File: config.mk
export PLATFORM = sky130hd
export DESIGN_NAME = quant_param_regs
export DESIGN_NICKNAME = d
export VERILOG_FILES = /design/src/source/vp8_quant_pkg.sv /design/src/source/quant_param_regs.sv
export SDC_FILE = /design/constraint.sdc
export NUM_CORES = 1
export LEC_CHECK = 0
export ABC_CLOCK_PERIOD_IN_PS = 1200
export BUFFER_PORTS_ARGS = -buffer_cell sky130_fd_sc_hd__buf_4
export CORE_ASPECT_RATIO = 1.75
export CORE_MARGIN = 1
export CORE_UTILIZATION = 50
export DETAILED_ROUTE_END_ITERATION = 7
export GPL_ROUTABILITY_DRIVEN = 0
export PLACE_DENSITY = 0.83
export SLEW_MARGIN = 20
export SYNTH_ARGS = -nofsm -noshare
export SYNTH_HDL_FRONTEND = slang
export SYNTH_SLANG_ARGS = --single-unit
File: constraint.sdc
create_clock -name clk -period 1.2 [get_ports clk]
set_clock_uncertainty 0.15 [all_clocks]
set_input_delay 0.24 -clock clk [delete_from_list [all_inputs] [get_ports clk]]
set_output_delay 0.24 -clock clk [all_outputs]
set_load 0.005 [all_outputs]
File: src/source/vp8_quant_pkg.sv
// Shared geometry, types and scan table for the VP8 coefficient quantizer, imported by all RTL
package vp8_quant_pkg;

    // ------------------------------------------------------------------
    // Block geometry and fixed-point constants
    // ------------------------------------------------------------------
    localparam int NUM_COEFFS = 16;
    localparam int MAX_LEVEL  = 2047;
    localparam int QFIX       = 17;

    // Coefficient, level and reconstruction all share this width
    typedef logic signed [15:0] coeff_t;
    typedef coeff_t [NUM_COEFFS-1:0] block_t;

    // Sharpened magnitude, |coeff| + sharpen fits in 17 bits
    typedef logic [16:0] mag_t;

    // Level magnitude after clamping
    typedef logic [10:0] ulevel_t;

    // ------------------------------------------------------------------
    // Parameter register addressing
    // ------------------------------------------------------------------
    typedef logic [3:0] param_addr_t;
    typedef logic [2:0] param_field_t;

    localparam logic SET_DC = 1'b0;
    localparam logic SET_AC = 1'b1;

    localparam param_field_t FIELD_Q       = 3'd0;
    localparam param_field_t FIELD_IQ      = 3'd1;
    localparam param_field_t FIELD_BIAS    = 3'd2;
    localparam param_field_t FIELD_ZTHRESH = 3'd3;
    localparam param_field_t FIELD_SHARPEN = 3'd4;

    typedef struct packed {
        logic [15:0] q;
        logic [15:0] iq;
        logic [31:0] bias;
        logic [31:0] zthresh;
        logic [15:0] sharpen;
    } quant_params_t;

    // Scan statistics
    typedef logic [3:0] scan_idx_t;
    typedef logic [4:0] count_t;

    // Raster position read by each zigzag scan position
    localparam scan_idx_t ZIGZAG [NUM_COEFFS] = '{
        4'd0, 4'd1, 4'd4, 4'd8, 4'd5, 4'd2, 4'd3, 4'd6,
        4'd9, 4'd12, 4'd13, 4'd10, 4'd7, 4'd11, 4'd14, 4'd15
    };

endpackage

File: src/source/quant_param_regs.sv
// DC and AC quantizer parameter sets, loaded field by field through address write strobes
module quant_param_regs
    import vp8_quant_pkg::*;
(
    input  logic          clk,
    input  logic          rst_n,
    input  logic          param_we_i,
    input  param_addr_t   param_addr_i,
    input  logic [31:0]   param_data_i,
    output quant_params_t dc_params_o,
    output quant_params_t ac_params_o
);

    quant_params_t dc_params_q;
    quant_params_t ac_params_q;
    logic          set_sel;
    param_field_t  field_sel;

    // Upper address bit picks the set, lower three the field
    assign set_sel   = param_addr_i[3];
    assign field_sel = param_addr_i[2:0];

    // Replace one field, data truncated to the field width
    function automatic quant_params_t write_field(
        input quant_params_t cur,
        input param_field_t  field,
        input logic [31:0]   data
    );
        quant_params_t nxt;
        nxt = cur;
        case (field)
            FIELD_Q:       nxt.q       = data[15:0];
            FIELD_IQ:      nxt.iq      = data[15:0];
            FIELD_BIAS:    nxt.bias    = data;
            FIELD_ZTHRESH: nxt.zthresh = data;
            FIELD_SHARPEN: nxt.sharpen = data[15:0];
            default:       nxt         = cur;
        endcase
        return nxt;
    endfunction

    always_ff @(posedge clk or negedge rst_n) begin
        if (!rst_n) begin
            dc_params_q <= '0;
            ac_params_q <= '0;
        end else if (param_we_i) begin
            if (set_sel == SET_AC) begin
                ac_params_q <= write_field(ac_params_q, field_sel, param_data_i);
            end else begin
                dc_params_q <= write_field(dc_params_q, field_sel, param_data_i);
            end
        end
    end

    assign dc_params_o = dc_params_q;
    assign ac_params_o = ac_params_q;

    // Field codes 5 to 7 address nothing
    a_legal_field: assert property (
        @(posedge clk) disable iff (!rst_n)
        param_we_i |-> (param_addr_i[2:0] <= FIELD_SHARPEN)
    ) else $error("parameter write to illegal field code %0d", param_addr_i[2:0]);

endmodule

# [Word-level counts from Yosys, hierarchy flattened]
# Cells that the tools add are included.
[totals] ff_bits=224 inputBits=39 output_inout_bits=224 elab_cells=26
[classes] n_eq_ne=4 n_bitwise=1 reduce_logical=11
[ops] operator="3-bit AND reduction" n=10
[ops] operator="3-bit by 2-bit equality test with 1-bit output (second input constant)" n=2
[ops] operator="3-bit by 1-bit equality test with 1-bit output (second input constant)" n=1
[ops] operator="3-bit equality test (second input constant)" n=1
[ops] operator="3-bit zero test" n=1
[ops] operator="1-bit inverter" n=1

# [Logic depth before layout (Yosys ltp)]
# Gate-level depths: netlist of the first run.
[depth] depth_word=2 mapped_depth=5 mapped_depth_nobuf=3

# [Worst setup path after synthesis of the first run]
# Ideal clock, no wire load.
[synth_timing] path_kind="input to register" from="in param_addr_i[3]" to="reg dc_params_q, in the netlist dc_params_o[32]" setup_time_ns=0.125 arrival_time_ns=1.298 t_required_ns=0.925 path_slack_ns=-0.372 path_stages=4 n_path_buf=2 cell_sequence="buf_2 > nor3b_2 > buf_6 > mux2_2"
[synth_between] elab_chain_cells=2
[synth_lines] item="start, declared" line="quant_param_regs.sv:8" text="input param_addr_t param_addr_i,"
[synth_lines] item="1-bit inverter (no source line)"
[synth_lines] item="3-bit AND reduction (no source line)"
[synth_lines] item="end signal, assigned" line="quant_param_regs.sv:50" text="dc_params_q <= write_field(dc_params_q, field_sel, param_data_i);"
[synth_lines] item="end, declared" line="quant_param_regs.sv:14" text="quant_params_t dc_params_q;"
# No other way between the ends.
# A chain may end at the register's enable or synchronous reset.

# [Worst setup path after layout of the first run]
[layout_timing] from="reg ac_params_q, in the netlist ac_params_o[40]" to="out ac_params_o[40] in the netlist's numbering"
[layout_rtl] item="start, declared" line="quant_param_regs.sv:15" text="quant_params_t ac_params_q;"
[layout_rtl] item="start signal, assigned" line="quant_param_regs.sv:48" text="ac_params_q <= write_field(ac_params_q, field_sel, param_data_i);"
[layout_rtl] item="end, declared" line="quant_param_regs.sv:11" text="output quant_params_t ac_params_o"
# No word-level cell between the ends.

==> impl_metrics.py, run 1 <==
metrics = {
    "timing": {
        "holdWs_ns": 0.0299,
        "finalCriticalPeriod_ns": 1.47,
        "slew_viol_final": 0,
        "setup_violations": 293,
        "finalWorstSetupSlack_ns": -0.268,
        "slew_headroom_pct": 77.8,
        "worst_pin_slew_ns": 0.333,
        "fmax_mhz": 681,
        "hold_viol_final": 0,
        "period_share_pct": 122,
        "rsz0062_at_grt": "true",
    },
    "cells_and_area": {
        "final_common_cell": "buf_6",
        "layout_common_cells": "buf_6 (229), dfrtp_1 (224), mux2_2 (157), buf_4 (133), mux2_4 (67)",
        "final_nets": 952,
        "fillers": 706,
        "layout-drive-gt1-share_pct": 71.4,
        "utilization_pct": 86.0,
        "n_antenna_cell": 0,
        "syn2layout_area_growth_pct": 67.1,
    },
    "critical_path": {
        "cp_max_fo": 2,
        "cp.required_ns": 0.81,
        "critical_path.slowest_cell": "dfrtp_1",
        "setup.worst_path.class": "reg -> out",
        "crit_family": "flip-flops",
        "end_kind": "primary output",
        "cpPeakStageDelay_ns": 0.44,
        "startpoint_type": "flop",
        "cp_num_buf_inv": 1,
        "crit_arrival_ns": 1.08,
        "timing.critical_path.cells": "buf_6",
    },
    "synthesis": {
        "synth_nets": 540,
        "synth.avg_cell_area_um2": 16.9,
        "synthCells": 501,
        "yosysWarnings": 0,
        "synth_seq_area_share_pct": 66.3,
        "synth_seq_cells": 224,
        "ys_types": 18,
        "synthesis.area_um2": 8460,
    },
    "detailed_routing": {
        "drtIter0Drc": 270,
        "detail-route-antenna-nets": 0,
        "viasPerCell": 5.37,
        "vias": 6175,
        "routed_wl_mm": 29.0,
        "dr.pass1.iters": 4,
        "drc": 0,
        "wl_per_cell_um": 25.2,
    },
    "outcome": {
        "outcome": "finished, violations left",
        "violations": "setup timing",
    },
    "global_route": {
        "grt_pass1_wl_mm": 39.3,
        "grt-ovfl-total": 0,
        "antenna_found_initial": 0,
        "grt_start_max_net_pins": 63,
        "track_usage_pct": 30.2,
        "grt_pass1_vias": 6682,
    },
    "clocking": {
        "clock_latency_ns": 0.48,
        "ctsLongestPathBuffers": 3,
        "cts_root_buffer": "clkbuf_16",
        "cts_tree": "done",
        "path_clk_slew_ns": 0.07,
        "cts_sinks": 224,
        "cts_inserted_buffers": 20,
        "htreeDepth": 1,
    },
    "placement": {
        "dpl.hpwl_mm": 15.6,
        "port_buffers": 262,
        "place_ws_ns": -0.516,
    },
    "flow_run": {
        "max_cap_viol_count": 0,
    },
    "die": {
        "dieArea_um2": 17500,
        "die_w_um": 100,
        "io_pins": 263,
        "die_h_um": 174,
        "initial_core_util_pct": 51.4,
        "core_um2": 16400,
        "rows": 62,
    },
    "power_and_ir_drop": {
        "ir_drop_mv": 1.63,
        "p_switching_uw": 6830,
        "p_comb_share_pct": 32.0,
        "p_leak_uw": 0.00684,
        "power.total_uw": 25800,
        "pwr-share-seq_pct": 42.0,
        "powerDensity_nw_per_um2": 1820,
        "swShare_pct": 26.5,
        "clock_power_share_pct": 26.0,
        "cellInternalPower_uw": 19000,
    },
    "worst_hold_path": {
        "hold_class": "in -> async",
    },
}
-- through the flow --
step	cell area [um2]	TNS (ns)	std cells
final	14100	-48.02	1150
after global routing	14100	-55.00	1150
after detailed placement	11100	-97.88	982
after CTS	13400	-46.95	1099
after global placement	11100	-91.44	982
after floorplan	8650	-40.55	501
-- power by group through the flow --
stage	registers (uW)	logic [uW]	clock network [uW]
floorplan	10400	1710	0
global placement	10400	5310	0
detailed placement	10500	5510	0
CTS	10600	7290	6640
global route	10900	8620	7090
finish	10800	8260	6700
-- kinds of logic after synthesis --
| logic type | count (synthesis) | synth area share (%) |
|---|---|---|
| DFF | 224 | 66.3 |
| and+or+nand+nor | 17 | 1.61 |
| buffers and inverters | 36 | 2.31 |
| muxes | 224 | 29.8 |
-- final timing paths --
| kind | endpoint | cells past startpoint | start | slack, ns |
|---|---|---|---|---|
| setup / recovery | ac_params_o[40] | 1 | ac_params_o[40] | -0.27 |
| hold / removal | dc_params_o[65] | 2 | rst_n | 0.03 |
| setup reg to reg | dc_params_o[67] | 3 | dc_params_o[67] | -0.02 |
| hold reg to reg | ac_params_o[104] | 1 | ac_params_o[104] | 0.38 |
| max in group asynchronous | ac_params_o[93] | 3 | rst_n | 0.27 |
| min in group clk | dc_params_o[2] | 5 | param_addr_i[1] | 0.19 |
-- registers in the layout, summed over array words and instances (netlist names) --
register / count
ac_params_o: 112
dc_params_o: 112
-- area by class of cell --
type | count | area, um2 | area share, %
clock buffers | 31 | 603 | 4.27
clock inverters | 4 | 73.8 | 0.522
multi-input cells | 241 | 3020 | 21.4
flip-flops and latches | 224 | 5610 | 39.6
well taps | 224 | 280 | 1.98
repair buffers | 426 | 4560 | 32.2
-- cell usage after synthesis --
master | n | share of area (%)
nand3b_1 | 1 | 0.089
mux2_1 | 2 | 0.27
dfrtp_1 | 224 | 66
nand3_1 | 1 | 0.059
buf_4 | 3 | 0.27
nor3b_2 | 3 | 0.44
mux2_2 | 222 | 30
nand2_1 | 3 | 0.13
buf_6 | 3 | 0.40
buf_1 | 16 | 0.71
nand3_2 | 3 | 0.35
nor2_1 | 2 | 0.089
nor2b_4 | 1 | 0.16
nand2_2 | 1 | 0.074
nand4_2 | 1 | 0.15
nor3_1 | 1 | 0.059
buf_2 | 13 | 0.77
clkbuf_8 | 1 | 0.16
-- routing by layer --
metal	global-route usage (%)	part of all wire, %	vias up
li1	-	-	2574
met1	31.9	32	3198
met2	55.4	56	286
met3	3.70	4.4	117
met4	19.0	7.6	0
met5	0	0	-
-- repair_timing --
item,in CTS,in global routing
hold buffers,33,0
endpoints found under the hold margin,448,0
cloned,2,8
pin swaps,1,5
resized for setup,255,54
buffers inserted,47,45
setup endpoints to repair,235,322
(Power assumes the default switching activity.)
==> inputs of run 2 (changes only) <==
--- a/config.mk
+++ b/config.mk
@@ -8,10 +8,11 @@
 export ABC_CLOCK_PERIOD_IN_PS = 1200
 export BUFFER_PORTS_ARGS = -buffer_cell sky130_fd_sc_hd__buf_4
 export CORE_ASPECT_RATIO = 1.75
-export CORE_MARGIN = 1
+export CORE_MARGIN = 3
 export CORE_UTILIZATION = 50
 export DETAILED_ROUTE_END_ITERATION = 7
 export GPL_ROUTABILITY_DRIVEN = 0
+export MAX_ROUTING_LAYER = met4
 export PLACE_DENSITY = 0.83
 export SLEW_MARGIN = 20
 export SYNTH_ARGS = -nofsm -noshare
==> impl_metrics.py, run 2 (same netlist as run 1, synthesis figures left out) <==
metrics = {
    "timing": {
        "slew_viol_final": 0,
        "setup_violations": 377,
        "slew_headroom_pct": 77.7,
        "setup_tns_ns": -56.29,
        "fmax_mhz": 689,
        "period_share_pct": 121,
        "worst_pin_slew_ns": 0.334,
        "finalCriticalPeriod_ns": 1.45,
        "rsz0062_at_grt": "true",
        "finalWorstSetupSlack_ns": -0.251,
        "hold_viol_final": 0,
    },
    "clocking": {
        "htreeDepth": 1,
        "cts_inserted_buffers": 20,
        "ctsLongestPathBuffers": 3,
        "cts_root_buffer": "clkbuf_16",
        "clock_latency_ns": 0.48,
        "cts_sinks": 224,
        "path_clk_slew_ns": 0.07,
        "cts_tree": "done",
    },
    "detailed_routing": {
        "detail-route-antenna-nets": 0,
        "drc": 0,
        "routed_wl_mm": 31.7,
        "drtIter0Drc": 253,
        "vias": 6372,
        "wl_per_cell_um": 26.7,
        "dr.pass1.iters": 4,
        "viasPerCell": 5.36,
    },
    "critical_path": {
        "r2r-end": "dc_params_o[78]",
        "reg2reg_depth": 3,
        "timing.critical_path.cells": "buf_6",
        "cp_num_buf_inv": 1,
        "startpoint_type": "flop",
        "end_kind": "primary output",
        "crit_arrival_ns": 1.06,
        "setup.worst_path.class": "reg -> out",
        "critical_path.slowest_cell": "dfrtp_1",
        "cp_max_fo": 2,
        "crit_family": "flip-flops",
        "cp.required_ns": 0.81,
        "rrSetupSlack_ns": -0.03,
        "cpPeakStageDelay_ns": 0.43,
        "reg2reg_from": "dc_params_o[78]",
    },
    "cells_and_area": {
        "seqCellArea_um2": 5610,
        "fillers": 659,
        "layout_common_cells": "buf_6 (236), dfrtp_1 (224), mux2_2 (167), buf_4 (165), mux2_4 (57)",
        "multi_input_area_um2": 3020,
        "final_common_cell": "buf_6",
        "syn2layout_area_growth_pct": 69.7,
        "n_antenna_cell": 0,
        "final_nets": 990,
        "utilization_pct": 86.9,
        "layout-drive-gt1-share_pct": 72.7,
    },
    "outcome": {
        "violations": "setup timing",
        "outcome": "finished, violations left",
    },
    "power_and_ir_drop": {
        "p_leak_uw": 0.00697,
        "powerDensity_nw_per_um2": 1810,
        "ir_drop_mv": 1.46,
    },
    "global_route": {
        "track_usage_pct": 29.9,
        "grt_start_max_net_pins": 42,
        "grt-ovfl-total": 0,
        "grt_pass1_vias": 6818,
        "grt_pass1_wl_mm": 41.2,
        "antenna_found_initial": 0,
    },
    "placement": {
        "dpl.hpwl_mm": 16.6,
        "port_buffers": 262,
    },
    "die": {
        "die_h_um": 178,
        "core_um2": 16500,
        "dieArea_um2": 18600,
        "rows": 62,
        "initial_core_util_pct": 51.2,
        "die_w_um": 104,
        "io_pins": 263,
    },
    "worst_hold_path": {
        "hold_class": "in -> async",
    },
    "flow_run": {
        "max_cap_viol_count": 0,
    },
}
==> run 2: cell count changes in the layout (fill, tap and decap cells not counted), sizes merged <==
cell,before,now
buf,385,424
bufinv,2,0
clkbuf,39,35
clkinv,2,4
clkinvlp,0,1
nand2,4,6
==> run 2: cell type report <==
| class | instances | share of cell area, % |
|---|---|---|
| sequential | 224 | 39.1 |
| timing repair buffer | 462 | 33.5 |
| multi-input combinational | 243 | 21.0 |
| clock buffer | 30 | 4.25 |
| tap | 224 | 1.95 |
| clock inverter | 5 | 0.192 |
==> run 2: worst max-delay path by stage <==
| stage | startpoint | endpoint | cells after the start |
|---|---|---|---|
| detailed placement | param_addr_i[2] | dc_params_o[42] | 5 |
| global route | ac_params_o[33] | ac_params_o[33] | 1 |
| CTS | dc_params_o[100] | dc_params_o[100] | 1 |
| global placement | param_addr_i[2] | dc_params_o[34] | 5 |
| floorplan | param_addr_i[2] | dc_params_o[32] | 4 |
| finish | dc_params_o[41] | dc_params_o[41] | 1 |
==> run 2: timing repair <==
item                                    4_1_cts  5_1_grt
endpoints found under the hold margin       448        0
hold buffers                                 33        0
pin swaps                                     2        7
setup buffers                                58       69
gates cloned                                  3        8
endpoints found under the setup margin      243      353
gates resized for setup                     253       48
==> run 2: where the power goes <==
part           total [uW]  internal [uW]  switching (uW)
Combinational        8740           5990            2750
Clock                6340           3520            2820
Sequential          10900           9320            1560
Total               26000          18800            7130
==> run 2: metrics by stage <==
stage / area, um2 / setup WS [ns] / power [uW] / instances / hold slack (ns)
after global routing: 14400 / -0.278 / 26800 / 1188 / 0.0669
after floorplan: 8650 / -0.339 / 12100 / 501 / -0.206
after detailed placement: 11100 / -0.524 / 16100 / 984 / -0.00253
final: 14400 / -0.251 / 26000 / 1188 / 0.0508
after global placement: 11100 / -0.476 / 15700 / 984 / -0.00148
after CTS: 13500 / -0.236 / 24400 / 1113 / 0.0507
==> run 2: layer usage <==
layer	vias to the layer above	global-route usage, %	part of all wire (%)
li1	2658	-	-
met1	3281	31.5	33
met2	303	54.0	55
met3	130	4.17	4.9
met4	0	15.9	7.4
met5	-	-	0
