===== src/source/vp8_quant_pkg.sv =====
// Shared geometry, types and scan table for the VP8 coefficient quantizer, imported by all RTL
package vp8_quant_pkg;

    // ------------------------------------------------------------------
    // Block geometry and fixed-point constants
    // ------------------------------------------------------------------
    localparam int NUM_COEFFS = 16;
    localparam int MAX_LEVEL  = 2047;
    localparam int QFIX       = 17;

    // Coefficient, level and reconstruction all share this width
    typedef logic signed [15:0] coeff_t;
    typedef coeff_t [NUM_COEFFS-1:0] block_t;

    // Sharpened magnitude, |coeff| + sharpen fits in 17 bits
    typedef logic [16:0] mag_t;

    // Level magnitude after clamping
    typedef logic [10:0] ulevel_t;

    // ------------------------------------------------------------------
    // Parameter register addressing
    // ------------------------------------------------------------------
    typedef logic [3:0] param_addr_t;
    typedef logic [2:0] param_field_t;

    localparam logic SET_DC = 1'b0;
    localparam logic SET_AC = 1'b1;

    localparam param_field_t FIELD_Q       = 3'd0;
    localparam param_field_t FIELD_IQ      = 3'd1;
    localparam param_field_t FIELD_BIAS    = 3'd2;
    localparam param_field_t FIELD_ZTHRESH = 3'd3;
    localparam param_field_t FIELD_SHARPEN = 3'd4;

    typedef struct packed {
        logic [15:0] q;
        logic [15:0] iq;
        logic [31:0] bias;
        logic [31:0] zthresh;
        logic [15:0] sharpen;
    } quant_params_t;

    // Scan statistics
    typedef logic [3:0] scan_idx_t;
    typedef logic [4:0] count_t;

    // Raster position read by each zigzag scan position
    localparam scan_idx_t ZIGZAG [NUM_COEFFS] = '{
        4'd0, 4'd1, 4'd4, 4'd8, 4'd5, 4'd2, 4'd3, 4'd6,
        4'd9, 4'd12, 4'd13, 4'd10, 4'd7, 4'd11, 4'd14, 4'd15
    };

endpackage


===== src/source/coeff_scan_stats.sv =====
// Registers the nonzero flag, count and last nonzero scan index of each zigzag level block
module coeff_scan_stats
    import vp8_quant_pkg::*;
(
    input  logic      clk,
    input  logic      rst_n,
    input  logic      levels_valid_i,
    input  block_t    levels_i,
    output logic      nz_o,
    output count_t    nz_count_o,
    output scan_idx_t last_pos_o,
    output logic      stats_valid_o
);

    count_t    count_d;
    scan_idx_t last_d;
    logic      nz_d;

    // ------------------------------------------------------------------
    // Scan over all positions
    // ------------------------------------------------------------------
    always_comb begin
        count_d = '0;
        last_d  = '0;
        for (int s = 0; s < NUM_COEFFS; s++) begin
            if (levels_i[s] != '0) begin
                count_d = count_d + count_t'(1);
                // Later positions overwrite earlier ones so the highest remains
                last_d  = scan_idx_t'(s);
            end
        end
    end

    // Any nonzero bit in the whole block
    assign nz_d = (levels_i != '0);

    // ------------------------------------------------------------------
    // Output registers
    // ------------------------------------------------------------------
    always_ff @(posedge clk or negedge rst_n) begin
        if (!rst_n) begin
            nz_o          <= 1'b0;
            nz_count_o    <= '0;
            last_pos_o    <= '0;
            stats_valid_o <= 1'b0;
        end else begin
            stats_valid_o <= levels_valid_i;
            if (levels_valid_i) begin
                nz_o       <= nz_d;
                nz_count_o <= count_d;
                last_pos_o <= last_d;
            end
        end
    end

    // Block-wide nonzero flag must agree with the count
    a_nz_matches_count: assert property (
        @(posedge clk) disable iff (!rst_n)
        stats_valid_o |-> (nz_o == (nz_count_o != '0))
    ) else $error("nz flag disagrees with count %0d", nz_count_o);

endmodule


===== config.mk =====
export PLATFORM = sky130hd
export DESIGN_NAME = coeff_scan_stats
export DESIGN_NICKNAME = d
export VERILOG_FILES = /design/src/source/vp8_quant_pkg.sv /design/src/source/coeff_scan_stats.sv
export SDC_FILE = /design/constraint.sdc
export NUM_CORES = 1
export LEC_CHECK = 0
export ABC_AREA = 1
export BUFFER_PORTS_ARGS = -buffer_cell sky130_fd_sc_hd__buf_2
export CAP_MARGIN = 20
export CELL_PAD_IN_SITES_DETAIL_PLACEMENT = 1
export CELL_PAD_IN_SITES_GLOBAL_PLACEMENT = 2
export CORE_MARGIN = 2
export CORE_UTILIZATION = 18
export DETAILED_ROUTE_END_ITERATION = 7
export PLACE_DENSITY = 0.95
export SLEW_MARGIN = 10
export SYNTH_ARGS = -nofsm -noshare
export SYNTH_HDL_FRONTEND = slang
export SYNTH_SLANG_ARGS = --single-unit

===== constraint.sdc =====
create_clock -name clk -period 1.3 [get_ports clk]
set_input_delay 0.13 -clock clk [delete_from_list [all_inputs] [get_ports clk]]
set_output_delay 0.13 -clock clk [all_outputs]
set_load 0.01 [all_outputs]

# After elaboration in Yosys (flattened, before gate mapping)
# Cells that the tools add are included.
[word_totals]
ramBits = 0
register_bits = 11
word_cells = 67
inputBits = 259
rom_bits = 0
output_inout_bits = 11
n_memories = 0
latchBits = 0
[op_classes]
n_mux = 31
add_sub_neg = 15
div_mod_pow = 0
order_cmp = 0
n_bitwise = 0
n_eq_ne = 0
shifts = 0
n_reduce_logical = 17
mul = 0
[ops]
columns = ["operator", "n"]
rows = [
  ["nonzero test 16 bit", 16],
  ["nonzero test 256 bit", 1],
  ["adder 5 x 1 -> 5 bit (second input constant)", 15],
  ["two-way mux 5 bit", 15],
  ["two-way mux 4 bit", 14],
  ["two-way mux 1 bit", 2],
]

# Logic depth before layout (Yosys ltp)
# Gate-level depths: netlist of the first run.
[depth]
depth_word = 32
ltp_mapped = 55
depth_no_buf = 55

# Worst setup path after synthesis of the first run
# Ideal clock, no wire load.
[synth_path]
path_type = "input -> register"
start = "input port levels_i[31] (netlist bit)"
end = "register nz_count_o[4]"
path_buffers = 0
slack_ns = -5.675
required_ns = 1.183
setup_ns = 0.117
cell_stages = 52
arrival_ns = 6.858
path_cell_list = "nor2_1 nand2_1 nor2_1 nand2_1 inv_1 ha_1 inv_1 nand3_2 nand2_2 inv_1 ha_1 nand2_1 o311ai_1 ha_1 nand2_1 nand2_1 nor3_1 a211oi_1 (+16 left out) nand2_1 nand3_1 nand2_1 ha_1 or2_2 nand2_1 xnor2_1 o21ai_0 ha_1 o21ai_0 inv_1 ha_1 nand4_1 inv_1 nand2_1 nand2_1 nand3_1 nand2_1"
[synth_between]
elab_chain_len = 30
[synth_rtl]
columns = ["element", "line", "source"]
rows = [
  ["start: declaration", "coeff_scan_stats.sv:8", "input block_t levels_i,"],
  ["nonzero test 16 bit *", "coeff_scan_stats.sv:26", "if (levels_i[s] != '0) begin"],
  ["two-way mux 5 bit *", "coeff_scan_stats.sv:26", ""],
  ["adder 5 x 1 -> 5 bit", "coeff_scan_stats.sv:27", "count_d = count_d + count_t'(1);"],
  ["two-way mux 5 bit *", "coeff_scan_stats.sv:26", ""],
  ["adder 5 x 1 -> 5 bit", "coeff_scan_stats.sv:27", ""],
  ["two-way mux 5 bit *", "coeff_scan_stats.sv:26", ""],
  ["adder 5 x 1 -> 5 bit", "coeff_scan_stats.sv:27", ""],
  ["two-way mux 5 bit *", "coeff_scan_stats.sv:26", ""],
  ["(+14 left out)", "--", ""],
  ["adder 5 x 1 -> 5 bit", "coeff_scan_stats.sv:27", ""],
  ["two-way mux 5 bit *", "coeff_scan_stats.sv:26", ""],
  ["adder 5 x 1 -> 5 bit", "coeff_scan_stats.sv:27", ""],
  ["two-way mux 5 bit *", "coeff_scan_stats.sv:26", ""],
  ["adder 5 x 1 -> 5 bit", "coeff_scan_stats.sv:27", ""],
  ["two-way mux 5 bit *", "coeff_scan_stats.sv:26", ""],
  ["adder 5 x 1 -> 5 bit", "coeff_scan_stats.sv:27", ""],
  ["two-way mux 5 bit *", "coeff_scan_stats.sv:26", ""],
  ["end signal: assignment", "coeff_scan_stats.sv:50", "nz_count_o <= count_d;"],
  ["end: declaration", "coeff_scan_stats.sv:10", "output count_t nz_count_o,"],
]
# Every way passes the cells marked *; elsewhere a longest branch is shown, timed or not.
# A chain may end at the register's enable or synchronous reset.

# Worst setup path in the final report of the first run
[layout_path]
start = "input port levels_i[2] (netlist bit)"
end = "register nz_count_o[4]"
[layout_between]
elab_chain_len = 32
[layout_rtl]
columns = ["element", "line"]
rows = [
  ["nonzero test 16 bit *", "coeff_scan_stats.sv:26"],
  ["two-way mux 1 bit *", "coeff_scan_stats.sv:26"],
  ["adder 5 x 1 -> 5 bit", "coeff_scan_stats.sv:27"],
  ["two-way mux 5 bit *", "coeff_scan_stats.sv:26"],
  ["adder 5 x 1 -> 5 bit", "coeff_scan_stats.sv:27"],
  ["two-way mux 5 bit *", "coeff_scan_stats.sv:26"],
  ["adder 5 x 1 -> 5 bit", "coeff_scan_stats.sv:27"],
  ["two-way mux 5 bit *", "coeff_scan_stats.sv:26"],
  ["(+16 left out)", "--"],
  ["adder 5 x 1 -> 5 bit", "coeff_scan_stats.sv:27"],
  ["two-way mux 5 bit *", "coeff_scan_stats.sv:26"],
  ["adder 5 x 1 -> 5 bit", "coeff_scan_stats.sv:27"],
  ["two-way mux 5 bit *", "coeff_scan_stats.sv:26"],
  ["adder 5 x 1 -> 5 bit", "coeff_scan_stats.sv:27"],
  ["two-way mux 5 bit *", "coeff_scan_stats.sv:26"],
  ["adder 5 x 1 -> 5 bit", "coeff_scan_stats.sv:27"],
  ["two-way mux 5 bit *", "coeff_scan_stats.sv:26"],
]
# Marks and branches as above.

==> key figures, run 1 <==
Worst setup path
  – WP data arrival: 6670 ps
  – Top Family by Delay on Critical Path: simple AND/OR/NAND/NOR gates
  – Worst stage delay on the critical path: 310 ps
  – Req. time, crit path: 1430 ps
  – Startpoint class of the critical path: primary input
  – CP max stage cell: ha_4
  – Most common cell on crit path: nand2_4
  – Setup CP Type: primary input to flip-flop
  – Worst reg2reg path startpoint: last_pos_o[0]
  – FF-to-FF path depth: 2
  – CP bufs+invs: 8
  – Worst reg2reg setup slack: 600 ps
  – Critical Path Sink Type: flip-flop
  – Max FO, Critical Path: 3
  – RR Endpoint: last_pos_o[0]

Clock network
  – Longest Clk Path Bufs: 2
  – H-tree levels: 1
  – Clock root buffer: clkbuf_16
  – CTS tree: built
  – Num CTS Buffers: 3
  – Clock sink total: 11
  – Clk slew on worst S/H paths: 40 ps
  – Clk_lat worst skew: around 240 ps

Logic synthesis
  – Cells after synthesis: around 620
  – Register bit count reported by yosys: 11
  – Mapped Nets: between 800 and 900
  – Sequential-to-total area share from yosys stat: ~8.4%
  – Main synth FF type: dfrtp_1
  – Post-Synth Adder-Cell Area: 5.752%
  – Synth top area share: 22.78%
  – Ys Warns: 0
  – XOR/XNOR share of the synthesized area: 0.8052%
  – Synth area leaders: nand2_1 (23%), nor2_1 (13%), nand3_1 (9.8%)
  – Post-synth top area cell: nand2_1
  – Post-Synthesis Cell Area: 0.003263 sq mm
  – Compound-Gate Fraction of Synth Area: under 10%
  – Distinct cells, synth: 31
  – Post-synth EDFFs: 0
  – Synth Area in Simple Gates: 70.48%
  – Mux contribution to synthesized area: 0%
  – Ys async rst share: 100.0%
  – Main combinational cell family by area after synthesis: simple AND/OR/NAND/NOR gates
  – Avg Cell Area, Syn: 5.297 sq um

Floorplanning
  – IO Pins: 270
  – CORE AREA: about 0.018 sq mm
  – Die Footprint: 0.01922 sq mm
  – Die height: 138.6 um
  – Initial core utilization: 18.23%
  – Die extent in x: 138.6 um
  – Site Rows: 49

Timing
  – Fmax: roughly 150 MHz
  – Period utilisation layout: 503.2%
  – Actual slew at the worst max-slew pin: about 450 ps
  – Final setup margin: -5242 ps
  – Max Transition Viols Final: 0
  – Worst clock skew: 0 ps
  – Worst relative slew slack: 69.47%
  – Final min period: between 6000 and 7000 ps
  – RSZ-0062 raised after global routing: yes
  – Hold Vio Cnt, Final: 0
  – Final setup fails: 10

Min path
  – Worst hold endpoint: stats_valid_o
  – Min-delay src: levels_valid_i
  – Hold Path Class: primary input to flip-flop
  – Cell depth of the worst min-delay path: 2

Run status
  – Failing checks: negative setup slack
  – Status: finished, violations left

Placed design
  – Pre-CTS setup slack: -5502 ps
  – Placed wire-length estimate: between 10000 and 15000 um
  – Port-buffer cells: 269
  – Placer Congestion: around 0.8
  – Placed insts: ~1200

Routing
  – Final ANT Viol Nets: 0
  – Final WL: 17330 um
  – 1st-pass router iterations: 4
  – Routed len/inst: 13.71 um
  – Vias per std cell: 4.437
  – Vias: 5608
  – Iteration-0 DRC Markers: 96
  – Drt drc: 0

Finish
  – Share of layout cells above drive strength 1: 58.55%
  – Final net count: between 1000 and 1500
  – Antenna cells: 0
  – # fillers: between 2000 and 2500
  – Non-filler cells, final: 1264
  – Register area: between 200 and 300 sq um
  – Syn-to-layout area delta: 109.9%
  – Multi-input gate area: 0.003322 sq mm

Power
  – P_leak: 3.802 nW
  – VDD IR max: 0.0004371 V
  – Pwr/cell area: 221.4 mW/mm^2

Global route
  – Number of global-route vias before repair: 6137
  – Global-route wire length before repair: 27260 um
  – Total grt overflow: 0
  – GRT Resource Usage Total: between 10% and 20%
  – Largest net degree at the start of global routing: 12
  – Initial antenna violation count: 1

Run
  – Max_cap viols: 0
[what timing repair did]
item | CTS | global route
hold buffers | 1 | 0
setup buffers | 22 | 7
gates resized for setup | 82 | 63
setup endpoints to repair | 10 | 10
pin swaps | 41 | 66
endpoints found under the hold margin | 11 | 0
[sequential cells by signal (all words and copies together), names as in the netlist]
signal         cells
nz_count_o         5
stats_valid_o      1
last_pos_o         4
nz_o               1
[worst register-to-register path: stages (launching register included)]
cell	delay (ps)
dfrtp_1	420
nor2_1	110
a21oi_1	50
[cells by family after synthesis]
family,count (synthesis)
simple gates,474
compound gates,25
xor+xnor,3
buf+inv,88
flops,11
fa+ha+maj,15
[synth_stat cells (4+ instances only)]
library cell / instances
a21oi_1: 9
dfrtp_1: 11
ha_1: 15
inv_1: 73
inv_2: 14
nand2_1: 198
nand2_2: 15
nand2_4: 11
nand3_1: 64
nand3_2: 11
nand4_1: 9
nor2_1: 109
nor4_1: 30
o21ai_0: 7
or2_2: 9
or4_1: 4
[stage by stage]
step | cell area [sq um] | total power [mW] | utilization (%) | TNS [ps] | hold slack [ps]
2_1_floorplan | 3423 | 0.4680 | - | -22460 | -165.6
4_1_cts | 6510 | 1.504 | 36.36 | -23750 | 190.9
5_1_grt | 6850 | 1.609 | 38.27 | -27670 | 221.4
6_report | 6850 | 1.517 | 38.27 | -25450 | 206.3
3_5_place_dp | 5942 | 0.9042 | 33.19 | -27920 | 10.69
3_3_place_gp | 5942 | 0.8841 | 33.19 | -26620 | 5.581
[final cells by class]
| cell class | instances | area share (%) |
|---|---|---|
| well taps | 229 | 4.183 |
| clock inverters | 1 | 0.07306 |
| multi-input cells | 517 | 48.49 |
| repair buffers | 416 | 37.30 |
| clock buffers | 3 | 1.096 |
| inverters | 87 | 4.840 |
| flip-flops and latches | 11 | 4.018 |
[routing by layer]
metal,wire (um),vias up,GRT usage (%)
li1,-,2827,-
met1,6345,2572,17.00
met2,9854,184,35.62
met3,844,23,1.796
met4,271,2,3.615
met5,13,-,0
[placed cells by master, fill, tap and decap left out, drive strengths merged]
master | Yosys | final
nand2 | 224 | 224
nand4 | 9 | 9
clkbuf | 0 | 3
nor3 | 1 | 1
buf | 1 | 415
ha | 15 | 15
xor2 | 2 | 2
o211ai | 1 | 1
dfrtp | 11 | 11
dlygate4sd3 | 0 | 1
or4 | 4 | 4
nor4 | 32 | 32
or2 | 9 | 9
a211oi | 1 | 1
xnor2 | 1 | 1
nand3 | 78 | 78
o31ai | 2 | 2
a21oi | 9 | 9
inv | 87 | 87
nand3b | 3 | 3
a31oi | 1 | 1
o21ai | 10 | 10
o311ai | 1 | 1
clkinv | 0 | 1
nor2 | 114 | 114
[where the power goes]
group | internal (mW) | leakage (nW) | switching, mW
registers | 0.349 | 0.122 | 0.00269
clock network | 0.407 | 0.0409 | 0.152
logic | 0.373 | 3.64 | 0.233
[worst max-delay path by stage]
| stage | slack (ps) | depth (start not counted) | to | start |
|---|---|---|---|---|
| after floorplan | -4920 | 52 | nz_count_o[4] | levels_i[19] |
| final | -5240 | 53 | nz_count_o[4] | levels_i[2] |
| after global placement | -5240 | 52 | nz_count_o[4] | levels_i[11] |
| after global routing | -5640 | 54 | nz_count_o[4] | levels_i[2] |
| after CTS | -4970 | 54 | nz_count_o[4] | levels_i[1] |
| after detailed placement | -5500 | 53 | nz_count_o[4] | levels_i[3] |
No activity file was read; power rests on OpenSTA's default activity.
==> run 2: changes to the inputs <==
Settings changed: CORE_UTILIZATION 18 to 17, PLACE_DENSITY 0.95 to 0.94.
Clock period 1.3 ns to 7.15 ns, I/O delays scaled along.
==> run 2 against run 1 <==
Compared with the run above: the run now ends clean; flip-flop and latch count is the same; clock skew unchanged; combinational power shrank 84%; critical path type unchanged; largest cell class unchanged.
==> key figures, run 2 (same netlist as run 1, synthesis figures left out) <==
Min path
  – Hold Path Class: primary input to asynchronous set/reset pin

Finish
  – Share of layout cells above drive strength 1: 51.74%
  – Commonest non-fill, non-tap cell in the layout: buf_2
  – Most flop-heavy register: nz_count_o
  – Max reg flops: 5
  – Top Registers: nz_count_o (5), last_pos_o (4)
  – Syn-to-layout area delta: 80.48%
  – # fillers: 2545
  – Multi-input gate area: 0.003087 sq mm
  – Commonest non-fill, non-tap cells in the layout: buf_2 (264), nand2_1 (155), nor2_1 (101)
  – Final net count: 1222
  – Antenna cells: 0
  – Post-route cell area: slightly below 0.006 sq mm
  – Non-filler cells, final: 1181
  – Register area: 275.3 sq um

Worst setup path
  – Startpoint class of the critical path: primary input
  – WP data arrival: 7230 ps
  – Setup CP Type: primary input to flip-flop
  – Req. time, crit path: 7280 ps
  – Critical Path Sink Type: flip-flop
  – Most common cell on crit path: nand2_2
  – CP max stage cell: ha_4
  – CP startpoint: levels_i[26]
  – Max FO, Critical Path: 3
  – Worst reg2reg path startpoint: nz_count_o[1]
  – Worst stage delay on the critical path: about 300 ps

Clock network
  – Clk slew on worst S/H paths: 40 ps
  – Clk_lat worst skew: 240 ps
  – Clock sink total: 11
  – Longest Clk Path Bufs: 2
  – H-tree levels: 1
  – Num CTS Buffers: 3
  – Clock root buffer: clkbuf_16
  – CTS tree: built
  – Hold Buf Count CTS: 0

Floorplanning
  – Site Rows: 50
  – IO Pins: 270
  – CORE AREA: 0.01877 sq mm
  – Initial core utilization: 17.39%
  – Die extent in x: 142.5 um
  – Die Footprint: 0.02032 sq mm
  – Die height: 142.5 um

Placed design
  – Placer Congestion: 0.7986
  – Port-buffer cells: 269
  – Placed insts: 1151
  – Area after DPL: between 0.005 and 0.006 sq mm
  – Placed wire-length estimate: 12920 um
  – Pre-CTS setup slack: -544.0 ps

Run status
  – Status: completed

Timing
  – Period utilisation layout: between 90% and 100%
  – Actual slew at the worst max-slew pin: 552.9 ps
  – Final setup margin: 44.75 ps
  – Final setup fails: 0
  – Max Transition Viols Final: 0
  – Final min period: 7105 ps
  – Worst relative slew slack: 62.80%
  – TNS Setup: 0 ps
  – Hold Vio Cnt, Final: 0
  – Fmax: 140.7 MHz
  – Worst clock skew: 0 ps
  – RSZ-0062 raised after global routing: yes

Global route
  – GRT Resource Usage Total: 14.46%
  – Largest net degree at the start of global routing: 12
  – Global-route wire length before repair: 24120 um
  – Number of global-route vias before repair: 5415
  – Initial antenna violation count: 0
  – Total grt overflow: 0

Run
  – Max_cap viols: 0

Power
  – Pwr/cell area: 45.12 mW/mm^2
  – P_leak: 3.308 nW
  – VDD IR max: 0.00005530 V

Routing
  – Final ANT Viol Nets: 0
  – Vias: 5177
  – 1st-pass router iterations: 4
  – Iteration-0 DRC Markers: ~160
  – Routed len/inst: 13.34 um
  – Drt drc: 0
  – Final WL: 15750 um
  – Vias per std cell: around 4.4
-- run 2: area by class of cell --
class	instances	area share (%)
clock inverters	1	0.08498
flip-flops and latches	11	4.674
multi-input cells	517	52.41
repair buffers	328	31.04
inverters	87	5.545
clock buffers	3	1.275
well taps	234	4.971
-- run 2: final timing paths --
kind,endpoint,slack [ps],cells after the start
max,nz_count_o[4],40,55
min,last_pos_o[3],340,1
max reg2reg,nz_count_o[1],6470,2
min reg2reg,nz_count_o[2],490,2
max in group asynchronous,nz_count_o[2],6610,1
min in group clk,nz_count_o[2],490,2
-- run 2: stage by stage --
stage	hold WS, ps	total power [mW]	utilization (%)
after floorplan	419.4	0.08376	-
final	337.1	0.2657	31.38
after global routing	353.2	0.2812	31.38
after detailed placement	468.0	0.1608	27.61
after CTS	344.0	0.2649	29.26
after global placement	463.8	0.1584	27.61
-- run 2: metal layers --
metal  vias up  global-route usage (%)  routed length, um
met5         -                       0                  0
met2       181                   29.81               8549
met3        29                   1.817                940
met4         0                   3.960                304
li1       2656                       -                  -
met1      2311                   15.02               5954
-- run 2: critical path, delay by kind of cell --
kind	cells	cell delay (ps)
and+or+nand+nor	30	2740
adders and majority gates	8	1870
buffers and inverters	11	990
AOI/OAI and AO/OA	5	750
xor gates and xnor gates	1	160
-- run 2: power by group --
part           switching [mW]  total [mW]  internal, mW  leakage (nW)
clock                  0.0286       0.103        0.0741        0.0409
combinational          0.0380      0.0992        0.0612          3.14
sequential           0.000448      0.0639        0.0634         0.122
total                  0.0670       0.266         0.199          3.31
-- run 2: repair_timing --
item,4_1_cts,5_1_grt
pin swaps,24,70
resized for setup,16,87
setup buffers,22,6
endpoints found under the setup margin,4,4
==> run 3: changes to the inputs <==
Settings changed: CORE_UTILIZATION 17 to 18, CTS_BUF_LIST set to sky130_fd_sc_hd__clkbuf_16, PLACE_DENSITY 0.94 to 0.95.
Clock period 7.15 ns to 8.4 ns, I/O delays scaled along.
==> run 3 against run 2 <==
Compared with the run above: global-route usage shrank 0.63 points; clock skew is the same; register-to-register slack better by 1300 ps; non-clock buffer count down 52; clock-buffer cell count is the same; die area shrank 5.4%.
==> key figures, run 3 (same netlist as run 1, synthesis figures left out) <==
Worst setup path
  – CP startpoint: levels_i[7]
  – Req. time, crit path: 8520 ps
  – WP data arrival: 7910 ps
  – Max FO, Critical Path: 4
  – FF-to-FF path depth: 2
  – Critical Path Sink Type: flip-flop
  – Worst reg2reg path startpoint: nz_count_o[1]
  – Startpoint class of the critical path: primary input
  – RR Endpoint: nz_count_o[1]
  – Most common cell on crit path: nand2_1
  – CP max stage cell: ha_1
  – Setup CP Type: primary input to flip-flop
  – Worst reg2reg setup slack: around 7700 ps
  – Worst stage delay on the critical path: about 340 ps

Floorplanning
  – IO Pins: 270
  – CORE AREA: 0.01790 sq mm
  – Die height: 138.6 um
  – Site Rows: 49
  – Die Footprint: slightly below 0.02 sq mm
  – Initial core utilization: a little under a fifth
  – Die extent in x: 138.6 um

Finish
  – Commonest non-fill, non-tap cells in the layout: buf_2 (269), nand2_1 (189), nor2_1 (108)
  – Top Registers: nz_count_o (5), last_pos_o (4)
  – Share of layout cells above drive strength 1: about two fifths
  – Max reg flops: 5
  – Commonest non-fill, non-tap cell in the layout: buf_2
  – Fin util: 28.38%
  – Non-filler cells, final: 1125
  – Most flop-heavy register: nz_count_o
  – Register area: 275.3 sq um
  – Post-route cell area: slightly above 0.005 sq mm
  – Multi-input gate area: between 0.002 and 0.003 sq mm
  – Final net count: ~1200
  – Syn-to-layout area delta: 55.71%
  – # fillers: 2486

Timing
  – Worst clock skew: 0 ps
  – Worst relative slew slack: 53.61%
  – Fin Hold WS: 472.4 ps
  – Final setup fails: 0
  – Max Transition Viols Final: 0
  – Hold Vio Cnt, Final: 0
  – Final min period: 7791 ps
  – Fmax: 128.4 MHz
  – Actual slew at the worst max-slew pin: 689.5 ps
  – Period utilisation layout: 92.75%

Global route
  – Number of global-route vias before repair: 5172
  – Global-route wire length before repair: approximately 23000 um
  – Initial antenna violation count: 1
  – Total grt overflow: 0
  – Largest net degree at the start of global routing: 12
  – GRT Resource Usage Total: between 10% and 20%

Clock network
  – H-tree levels: 1
  – Clk_lat worst skew: 230 ps
  – CTS tree: built
  – Hold Buf Count CTS: 0
  – Num CTS Buffers: 3
  – Clock sink total: 11
  – Clock root buffer: clkbuf_16
  – Clk slew on worst S/H paths: about 40 ps
  – Longest Clk Path Bufs: 2

Routing
  – Iteration-0 DRC Markers: roughly 120
  – Final ANT Viol Nets: 0
  – Vias: 4871
  – 1st-pass router iterations: 4
  – Routed len/inst: 12.14 um
  – Final WL: 13650 um
  – Vias per std cell: around 4.3
  – Drt drc: 0

Placed design
  – Port-buffer cells: between 200 and 300
  – Area after DPL: 0.004888 sq mm
  – Placed wire-length estimate: approximately 12000 um
  – Placer Congestion: 0.8000
  – Placed insts: ~1100

Power
  – Tot Pwr: 0.2195 mW
  – Reg power frac: 24.8%
  – VDD IR max: 0.00007099 V
  – Sw Share: 24.37%
  – Pwr/cell area: ~43 mW/mm^2
  – P_leak: 2.971 nW
  – Cell-internal power: 0.1660 mW
  – NetSw: 0.05349 mW
  – Clk network pwr share: 38.4%
  – Comb power frac: between 30% and 40%

Run status
  – Status: completed

Run
  – Max_cap viols: 0

Min path
  – Hold Path Class: primary input to asynchronous set/reset pin
run 3: cell count changes in the layout (fill, tap and decap cells not counted), moves of 6 or more:
cell	change
nor2_1	+7
nand2_1	+34
ha_4	-8
nand3_2	-13
ha_1	+8
buf_6	-7
nor2_2	-6
nand3_1	+14
buf_4	-50
nand2_2	-23
inv_1	+7
inv_2	-6
nand2_4	-11
run 3: per-stage QoR:
stage	TNS (ps)	setup slack, ps
after floorplan	0	714.9
after global placement	0	176.5
after detailed placement	-331.9	-202.1
after CTS	0	24.92
after global routing	-45.65	-45.65
final	0	608.8
run 3: area by class of cell:
type	instances	share of cell area, %
Clock buffer	3	1.477
Timing Repair Buffer	276	27.53
Inverter	87	6.427
Multi-Input combinational cell	517	53.39
Tap cell	229	5.639
Antenna cell	1	0.04925
Clock inverter	1	0.07387
Sequential cell	11	5.417
run 3: critical path, delay by kind of cell:
kind / cells / cell delay (ps)
fa+ha+maj: 9 / 2420
simple gates: 32 / 3670
xor+xnor: 1 / 110
compound gates: 4 / 400
buf+inv: 7 / 480
run 3: worst max path at each step:
| stage | cells past startpoint | to | slack (ps) |
|---|---|---|---|
| after floorplan | 52 | nz_count_o[4] | 710 |
| after global placement | 54 | nz_count_o[4] | 180 |
| after detailed placement | 54 | nz_count_o[4] | -200 |
| after CTS | 54 | nz_count_o[4] | 20 |
| after global routing | 54 | nz_count_o[4] | -50 |
| final | 53 | nz_count_o[4] | 610 |
run 3: per-layer routing:
| metal | share of wire, % | GRT usage, % | vias to the layer above |
|---|---|---|---|
| li1 | - | - | 2550 |
| met1 | 41 | 15.46 | 2128 |
| met2 | 51 | 27.64 | 177 |
| met3 | 5.9 | 1.934 | 16 |
| met4 | 1.8 | 2.711 | 0 |
| met5 | 0 | 0 | - |
run 3: timing repair:
item	in CTS	in global routing
buffers inserted	0	7
setup endpoints to repair	0	4
gates resized for setup	0	19
run 3: power by group through the flow:
stage / combinational [mW] / sequential, mW / clock [mW]
2_1_floorplan: 0.0158 / 0.0555 / 0
3_3_place_gp: 0.0795 / 0.0551 / 0
3_5_place_dp: 0.0818 / 0.0551 / 0
4_1_cts: 0.0821 / 0.0544 / 0.0853
5_1_grt: 0.0904 / 0.0544 / 0.0891
6_report: 0.0809 / 0.0544 / 0.0843
